`config.mk`:
```
export PLATFORM = sky130hd
export DESIGN_NAME = fpdiv_top
export DESIGN_NICKNAME = d
export VERILOG_FILES = /design/src/rtl/fpdiv_pkg.sv /design/src/rtl/fp_unpack.sv /design/src/rtl/srt4_qds.sv /design/src/rtl/srt4_iter.sv /design/src/rtl/fp_round_pack.sv /design/src/rtl/fpdiv_top.sv
export SDC_FILE = /design/constraint.sdc
export NUM_CORES = 1
export LEC_CHECK = 0
export BUFFER_PORTS_ARGS = -buffer_cell sky130_fd_sc_hd__buf_2
export CAP_MARGIN = 10
export CORE_MARGIN = 5
export CORE_UTILIZATION = 40
export DETAILED_ROUTE_END_ITERATION = 12
export GPL_TIMING_DRIVEN = 0
export PLACE_DENSITY_LB_ADDON = 0.2
export SYNTH_ARGS = -nofsm -noshare
export SYNTH_HDL_FRONTEND = slang
export SYNTH_SLANG_ARGS = --single-unit
```
`constraint.sdc`:
```
create_clock -name clk -period 11.4 [get_ports clk]
set_clock_uncertainty 0.2 [all_clocks]
set_input_delay 1.14 -clock clk [delete_from_list [all_inputs] [get_ports clk]]
set_output_delay 1.14 -clock clk [all_outputs]
set_load 0.02 [all_outputs]
```
`src/rtl/fpdiv_pkg.sv`:
```
package fpdiv_pkg;

  // binary32 field widths
  localparam int MANT_W   = 24;            // hidden bit included
  localparam int FRAC_W   = MANT_W - 1;
  localparam int EXP_W    = 8;
  localparam int EXP_BIAS = 127;
  localparam int EXP_DW   = 10;            // signed working exponent
  localparam logic [EXP_W-1:0] EXP_MAX = '1;

  // radix-4 recurrence sizing
  localparam int REM_W      = 28;          // sign, one integer bit, 26 fraction bits
  localparam int ITER_COUNT = 14;          // two quotient bits per step
  localparam int QUO_W      = 2 * ITER_COUNT;
  localparam int CNT_W      = $clog2(ITER_COUNT);

  localparam logic [31:0] QNAN = 32'h7fc0_0000;

  typedef struct packed {
    logic              sign;
    logic [EXP_W-1:0]  exp;
    logic [FRAC_W-1:0] frac;
  } fp32_fields_t;

  // same word, moved as a bus or split into fields
  typedef union packed {
    logic [31:0]  raw;
    fp32_fields_t f;
  } fp32_u;

  // unpacked operand pair, held for the whole division
  typedef struct packed {
    logic                     sign;
    logic signed [EXP_DW-1:0] exp_diff;     // biased, before quotient normalization
    logic [MANT_W-1:0]        mant_a;       // dividend, leading one at top
    logic [MANT_W-1:0]        mant_b;       // divisor, leading one at top
    logic                     special;
    logic [31:0]              special_word;
  } div_op_t;

  // quotient as it leaves the recurrence
  typedef struct packed {
    logic [QUO_W-1:0] quo;      // one's place of a/b at bit QUO_W-2
    logic             sticky;   // nonzero final remainder
  } quo_raw_t;

endpackage

```
`src/rtl/fp_unpack.sv`:
```
`timescale 1ns/1ps

module fp_unpack (
  input  fpdiv_pkg::fp32_u   a,
  input  fpdiv_pkg::fp32_u   b,
  output fpdiv_pkg::div_op_t op
);
  import fpdiv_pkg::*;

  logic                     a_zero, a_inf, a_nan;
  logic                     b_zero, b_inf, b_nan;
  logic                     sign;
  logic [MANT_W-1:0]        ma, mb;
  logic [4:0]               lza, lzb;
  logic signed [EXP_DW-1:0] ea, eb;

  // leading zero count, full width for a zero word
  function automatic logic [4:0] lead_zeros(input logic [MANT_W-1:0] m);
    logic [4:0] n;
    logic       seen;
    n    = '0;
    seen = 1'b0;
    for (int i = MANT_W - 1; i >= 0; i--) begin
      seen = seen | m[i];
      if (!seen)
        n = n + 5'd1;
    end
    return n;
  endfunction

  assign a_zero = (a.f.exp == '0) && (a.f.frac == '0);
  assign a_inf  = (a.f.exp == EXP_MAX) && (a.f.frac == '0);
  assign a_nan  = (a.f.exp == EXP_MAX) && (a.f.frac != '0);
  assign b_zero = (b.f.exp == '0) && (b.f.frac == '0);
  assign b_inf  = (b.f.exp == EXP_MAX) && (b.f.frac == '0);
  assign b_nan  = (b.f.exp == EXP_MAX) && (b.f.frac != '0);

  assign sign = a.f.sign ^ b.f.sign;

  // hidden bit only for normals, subnormals get shifted up below
  assign ma  = {a.f.exp != '0, a.f.frac};
  assign mb  = {b.f.exp != '0, b.f.frac};
  assign lza = lead_zeros(ma);
  assign lzb = lead_zeros(mb);

  // subnormals sit at exponent 1, each shift step costs one
  assign ea = $signed({2'b00, (a.f.exp == '0) ? 8'd1 : a.f.exp}) - $signed({5'd0, lza});
  assign eb = $signed({2'b00, (b.f.exp == '0) ? 8'd1 : b.f.exp}) - $signed({5'd0, lzb});

  always_comb begin
    op.sign         = sign;
    op.exp_diff     = ea - eb + EXP_DW'(EXP_BIAS);
    op.mant_a       = ma << lza;
    op.mant_b       = mb << lzb;
    op.special      = 1'b1;
    op.special_word = QNAN;
    if (a_nan || b_nan || (a_inf && b_inf) || (a_zero && b_zero))
      op.special_word = QNAN;
    else if (a_inf || b_zero)
      op.special_word = {sign, EXP_MAX, FRAC_W'(0)};  // signed infinity
    else if (a_zero || b_inf)
      op.special_word = {sign, 31'd0};
    else
      op.special = 1'b0;
  end

endmodule

```
`src/rtl/srt4_qds.sv`:
```
`timescale 1ns/1ps

module srt4_qds (
  input  logic [6:0]        rem_est,   // 4w, two's complement, 4 fraction bits
  input  logic [2:0]        div_est,   // divisor bits after the leading one
  output logic signed [2:0] digit
);

  logic [27:0]       row;   // {m2, m1, m0, m-1}
  logic signed [6:0] y;
  logic signed [6:0] m2, m1, m0, mn1;

  assign y = $signed(rem_est);

  // thresholds in units of 1/16, divisor taken in [1/2, 1)
  always_comb begin
    case (div_est)
      3'd0:    row = {7'sd12, 7'sd4, -7'sd4, -7'sd13};
      3'd1:    row = {7'sd14, 7'sd4, -7'sd6, -7'sd15};
      3'd2:    row = {7'sd15, 7'sd4, -7'sd6, -7'sd16};
      3'd3:    row = {7'sd16, 7'sd4, -7'sd6, -7'sd18};
      3'd4:    row = {7'sd18, 7'sd6, -7'sd8, -7'sd20};
      3'd5:    row = {7'sd20, 7'sd6, -7'sd8, -7'sd20};
      3'd6:    row = {7'sd20, 7'sd8, -7'sd8, -7'sd22};
      default: row = {7'sd24, 7'sd8, -7'sd8, -7'sd24};
    endcase
  end

  assign m2  = row[27:21];
  assign m1  = row[20:14];
  assign m0  = row[13:7];
  assign mn1 = row[6:0];

  // truncated estimate is exact against multiples of 1/16
  always_comb begin
    if (y >= m2)
      digit = 3'sd2;
    else if (y >= m1)
      digit = 3'sd1;
    else if (y >= m0)
      digit = 3'sd0;
    else if (y >= mn1)
      digit = -3'sd1;
    else
      digit = -3'sd2;
  end

endmodule

```
`src/rtl/srt4_iter.sv`:
```
`timescale 1ns/1ps

module srt4_iter (
  input  logic                         clk,
  input  logic                         rst,
  input  logic                         start,
  input  logic [fpdiv_pkg::MANT_W-1:0] dividend,
  input  logic [fpdiv_pkg::MANT_W-1:0] divisor,
  output logic                         done,
  output fpdiv_pkg::quo_raw_t          res
);
  import fpdiv_pkg::*;

  logic [REM_W-1:0]  w;          // partial remainder, bit 26 is the one's place
  logic [REM_W-1:0]  w_shift;
  logic [REM_W-1:0]  d1, d2;
  logic [REM_W-1:0]  qd;
  logic [REM_W-1:0]  w_next;
  logic [QUO_W-1:0]  q_acc, qm_acc;   // Q and Q minus one ulp
  logic [QUO_W-1:0]  q_src, qm_src;
  logic signed [2:0] digit;
  logic signed [2:0] digit_m1;
  logic [CNT_W-1:0]  cnt;
  logic              running;

  assign d1      = {2'b00, divisor, 2'b00};   // d/2 in [1/2, 1)
  assign d2      = {1'b0, divisor, 3'b000};
  assign w_shift = {w[REM_W-3:0], 2'b00};     // 4w, top bits wrap away

  srt4_qds u_qds (
    .rem_est (w[REM_W-2 -: 7]),
    .div_est (divisor[MANT_W-2 -: 3]),
    .digit   (digit)
  );

  // magnitude of the digit picks the divisor multiple
  always_comb begin
    case (digit[1:0])
      2'b10:   qd = d2;
      2'b01,
      2'b11:   qd = d1;
      default: qd = '0;
    endcase
    w_next = digit[2] ? w_shift + qd : w_shift - qd;
  end

  // on-the-fly conversion
  assign digit_m1 = digit - 3'sd1;
  assign q_src    = digit[2] ? qm_acc : q_acc;
  assign qm_src   = (digit > 3'sd0) ? q_acc : qm_acc;

  always_ff @(posedge clk or negedge rst) begin
    if (!rst) begin
      running <= 1'b0;
      cnt     <= '0;
      done    <= 1'b0;
    end else begin
      done <= 1'b0;
      if (start) begin
        running <= 1'b1;
        cnt     <= '0;
      end else if (running) begin
        cnt <= cnt + 1'b1;
        if (cnt == CNT_W'(ITER_COUNT - 1)) begin   // last step
          running <= 1'b0;
          done    <= 1'b1;
        end
      end
    end
  end

  always_ff @(posedge clk) begin
    if (start) begin
      // x/8 against d/2, first remainder stays inside the bound
      w      <= {4'b0000, dividend};
      q_acc  <= '0;
      qm_acc <= '1;
    end else if (running) begin
      w      <= w_next;
      q_acc  <= {q_src[QUO_W-3:0], digit[1:0]};
      qm_acc <= {qm_src[QUO_W-3:0], digit_m1[1:0]};
    end
  end

  // negative remainder means Q overshot by one ulp
  assign res.quo    = w[REM_W-1] ? qm_acc : q_acc;
  assign res.sticky = |w;

endmodule

```
`src/rtl/fp_round_pack.sv`:
```
`timescale 1ns/1ps

module fp_round_pack (
  input  fpdiv_pkg::div_op_t  op,
  input  fpdiv_pkg::quo_raw_t raw,
  output fpdiv_pkg::fp32_u    result
);
  import fpdiv_pkg::*;

  logic                     lead;
  logic [MANT_W-1:0]        mant;
  logic                     guard, rnd, rest;
  logic                     round_up;
  logic [MANT_W:0]          mant_r;
  logic signed [EXP_DW-1:0] exp_in, exp_n, exp_r;
  logic                     ovf, unf;

  assign lead = raw.quo[QUO_W-2];   // quotient >= 1

  // a quotient below one needs a left shift by one
  assign mant  = lead ? raw.quo[QUO_W-2 -: MANT_W] : raw.quo[QUO_W-3 -: MANT_W];
  assign guard = lead ? raw.quo[2] : raw.quo[1];
  assign rnd   = lead ? raw.quo[1] : raw.quo[0];
  assign rest  = raw.sticky | (lead & raw.quo[0]);

  // nearest even
  assign round_up = guard & (rnd | rest | mant[0]);
  assign mant_r   = {1'b0, mant} + {{MANT_W{1'b0}}, round_up};

  assign exp_in = op.exp_diff;
  assign exp_n  = lead ? exp_in : exp_in - 10'sd1;
  // carry out of rounding leaves 1.000..., one more on the exponent
  assign exp_r  = exp_n + $signed({{(EXP_DW-1){1'b0}}, mant_r[MANT_W]});

  assign ovf = exp_r >= $signed({2'b00, EXP_MAX});
  assign unf = exp_r <= 0;   // flushed, no subnormal results

  always_comb begin
    result.f.sign = op.sign;
    if (ovf) begin
      result.f.exp  = EXP_MAX;
      result.f.frac = '0;
    end else if (unf) begin
      result.f.exp  = '0;
      result.f.frac = '0;
    end else begin
      result.f.exp  = exp_r[EXP_W-1:0];
      result.f.frac = mant_r[FRAC_W-1:0];   // all zero on carry-out too
    end
    if (op.special)
      result.raw = op.special_word;
  end

endmodule

```
`src/rtl/fpdiv_top.sv`:
```
`timescale 1ns/1ps

module fpdiv_top (
  input  logic             clk,
  input  logic             rst,
  input  logic             in_valid,
  output logic             in_ready,
  input  fpdiv_pkg::fp32_u in_a,
  input  fpdiv_pkg::fp32_u in_b,
  output logic             out_valid,
  input  logic             out_ready,
  output fpdiv_pkg::fp32_u out_q
);
  import fpdiv_pkg::*;

  div_op_t  op_next;
  div_op_t  op_r;      // operands of the division in flight
  quo_raw_t raw;
  fp32_u    result;
  logic     busy;
  logic     start;
  logic     done;
  logic     in_fire;

  // one division at a time, nothing accepted while a result waits
  assign in_ready = !busy && !out_valid;
  assign in_fire  = in_valid && in_ready;

  fp_unpack u_unpack (
    .a  (in_a),
    .b  (in_b),
    .op (op_next)
  );

  srt4_iter u_iter (
    .clk      (clk),
    .rst      (rst),
    .start    (start),
    .dividend (op_r.mant_a),
    .divisor  (op_r.mant_b),
    .done     (done),
    .res      (raw)
  );

  fp_round_pack u_round (
    .op     (op_r),
    .raw    (raw),
    .result (result)
  );

  always_ff @(posedge clk or negedge rst) begin
    if (!rst) begin
      busy      <= 1'b0;
      start     <= 1'b0;
      out_valid <= 1'b0;
    end else begin
      start <= in_fire;   // core kicks off the cycle after acceptance
      if (in_fire)
        busy <= 1'b1;
      else if (done)
        busy <= 1'b0;
      if (done)
        out_valid <= 1'b1;
      else if (out_ready)
        out_valid <= 1'b0;
    end
  end

  always_ff @(posedge clk) begin
    if (in_fire)
      op_r <= op_next;
    if (done)
      out_q <= result;   // held until the consumer takes it
  end

endmodule

```
==> flow_metrics.env <==
export IMPL_fin_crit_sh=1.174
export IMPL_avgSynthCellArea_um2=7.973
export IMPL_fp_dieW_um=237.5
export IMPL_post_dp_cell_area_mm2=0.02258
export IMPL_drt_iter0_drc=1552
export IMPL_min_period_ns=13.38
export IMPL_cp_slowest_cell="xor3_2"
export IMPL_synthArstFlopShare=0.04839
export IMPL_worst_slack_ns=-1.984
export IMPL_synthFlopType="edfxtp_1"
export IMPL_p_leak_nw=10.47
export IMPL_gp_congestion=0.9432
export IMPL_crit_path_frequent_cell="buf_4"
export IMPL_critPathRequiredTime_ns=11.40
export IMPL_routed_wirelength_mm=67.75
export IMPL_chipHeight_um=237.5
export IMPL_cts_tree="done"
export IMPL_clockRootBuffer="clkbuf_16"
export IMPL_timing_hold_ws_ns=0.2863
export IMPL_syn2layout_area_growth_pct=25.12
export IMPL_overflow=0
export IMPL_ir_worst_vdd_mv=0.1871
export IMPL_synth_area_mm2=0.02070
export IMPL_fp_coreArea_mm2=0.05130
export IMPL_clock_latency_ns=0.45
export IMPL_layout_common_cells="nand2_1 (287), nor2_1 (267), buf_4 (135)"
export IMPL_clk_pin_slew_ns=0.07
export IMPL_slowest_delay_ns=0.51
export IMPL_setup_viol=57
export IMPL_ff2ff_setup_slack_ns=2.15
export IMPL_die_area_mm2=0.05639
export IMPL_relSlewSlack=0.3154
export IMPL_worst_pin_slew_ns=1.016
export IMPL_p_per_area_mw_per_mm2=216.6
export IMPL_status="complete, but fails checks"
export IMPL_grt_use_total=0.2287
export IMPL_vias=20672
export IMPL_crit_arrival_ns=13.38
export IMPL_initial_core_util=0.4034
export IMPL_violations="negative setup slack"
export IMPL_hold_buffers=0
export IMPL_avgRoutedWirePerCell_um=19.01
export IMPL_rsz0062_at_grt="true"
export IMPL_rows=83
export IMPL_ios=102
export IMPL_cts_buffers=17
export IMPL_dp_hpwl_mm=50.60
export IMPL_grt_antenna_before_repair=4
export IMPL_ys_seq_area_frac=0.2396
export IMPL_grt_met3_usage=0.02785
export IMPL_syn_num_nets=2785
export IMPL_drv_cap=0
export IMPL_synth_cells=2596
export IMPL_drc=0
export IMPL_endpoint_kind="flop"
export IMPL_grt_max_degree=44
export IMPL_start_kind="input port"
export IMPL_crit_fanout=6
export IMPL_top_usage_layer="met2"
export IMPL_stdcell_area_mm2=0.02590
export IMPL_critical_path_class="input port to flop"
export IMPL_max_clock_freq_mhz=74.72
export IMPL_cts_sinks=186
export IMPL_yosys_warnings=0
export IMPL_final_cells=3564
export IMPL_nFillCells=4852
export IMPL_final_common_cell="nand2_1"
export IMPL_htreeDepth=4
export IMPL_synth_edf_count=119
export IMPL_ys_types=107
export IMPL_ant_nets=0
export IMPL_ys_ff_latch=186
export IMPL_met2_usage=0.4011
export IMPL_grt_pass1_vias=20079
export IMPL_slew_viol_final=0
export IMPL_p_total_w=0.005608
export IMPL_vias_per_cell=5.800
export IMPL_final_layout_size_suffix_gt1_frac=0.2359
export IMPL_first_pass_iters=5
export IMPL_port_buffers=86
export IMPL_finalHoldViolations=0
export IMPL_nets=3058
export IMPL_placed_cells=3364
export IMPL_grt_first_pass_wirelength_mm=106.4
export IMPL_clockBufferDepth=2
export IMPL_grtUsageMet1=0.2848
export IMPL_worstHoldPathType="flop to flop"
registers in the layout (all words and copies together), names as in the netlist:
signal,flops
busy,1
op_r,63
out_q,32
out_valid,1
start,1
u_iter.cnt,4
u_iter.done,1
u_iter.q_acc,27
u_iter.qm_acc,27
u_iter.running,1
u_iter.w,28
logic make-up (layout without fill, tap and decap cells):
logic type	after synthesis	count (layout)	synth area share
mux	172	172	0.08530
buf+inv	224	509	0.04340
fa+ha+maj	134	134	0.08095
simple gates	1051	1051	0.2506
compound gates	606	606	0.1884
other cells	0	2	0
flops	186	186	0.2396
xor+xnor	223	224	0.1117
routing by layer:
layer  vias to the layer above  part of all wire
li1                       9922                 -
met1                      9905              0.42
met2                       672              0.49
met3                       169             0.046
met4                         4             0.041
met5                         -           0.00034
final cells by class:
cell class              instances  area [µm²]  share of cell area
repair buffers                256        2003             0.07735
plain buffers                 136       660.6             0.02551
multi-input cells            2187       16530              0.6384
diodes                          2       5.005           0.0001933
inverters                      85       334.1             0.01290
well taps                     680       850.8             0.03285
clock inverters                13       117.6            0.004542
clock buffers                  19       432.9             0.01672
flip-flops and latches        186        4960              0.1915
critical path, delay by kind of cell:
| kind | cells | cell delay, ns |
|---|---|---|
| and+or+nand+nor | 3 | 0.52 |
| adders and majority gates | 3 | 0.76 |
| muxes | 1 | 0.30 |
| buffers and inverters | 62 | 7.75 |
| AOI/OAI and AO/OA | 9 | 1.56 |
| xor gates and xnor gates | 6 | 1.35 |
where the power goes:
part | internal (W) | switching (W)
Clock | 0.000303 | 0.000265
Combinational | 0.00156 | 0.00220
Sequential | 0.00106 | 0.000218
Total | 0.00293 | 0.00268
cell usage after synthesis (28+ instances only):
library cell	number	area share
a21o_1	37	0.013
o21ai_0	130	0.031
mux2_2	32	0.017
nor2_1	281	0.051
nor4_1	29	0.0088
dfxtp_1	58	0.056
edfxtp_1	119	0.17
a211oi_1	45	0.016
and3_1	33	0.010
xnor2_1	116	0.049
inv_1	83	0.015
clkbuf_1	105	0.019
a21oi_1	170	0.041
or3_1	28	0.0085
ha_1	117	0.071
xor2_1	78	0.033
nor3_1	66	0.016
nor2b_1	70	0.021
mux2i_1	139	0.067
or2_2	51	0.015
nand2_1	304	0.055
nand2b_1	32	0.0097
nand3_1	51	0.012
per-stage QoR:
| stage | utilization | TNS (ns) | setup slack (ns) |
|---|---|---|---|
| finish | 0.5048 | -33.98 | -1.984 |
| global route | 0.5048 | -58.13 | -2.399 |
| CTS | 0.4910 | -21.24 | -1.722 |
| detailed placement | 0.4402 | -115.23 | -3.761 |
| global placement | 0.4391 | -109.14 | -3.645 |
| floorplan | - | -26.74 | -2.250 |
worst paths after layout:
path	from	depth (start not counted)	to
setup reg to reg	op_r[55]	37	u_iter.w[23]
max in group asynchronous	rst	1	start
setup / recovery	in_b[23]	84	op_r[89]
hold reg to reg	busy	1	busy
hold / removal	busy	1	busy
min in group asynchronous	rst	1	out_valid
repair_timing:
item,in CTS,in global routing
resized for setup,210,107
pin swaps,87,32
setup buffers,139,24
setup endpoints to repair,57,57
gates cloned,5,2
Power figures use the tool's default switching activity.
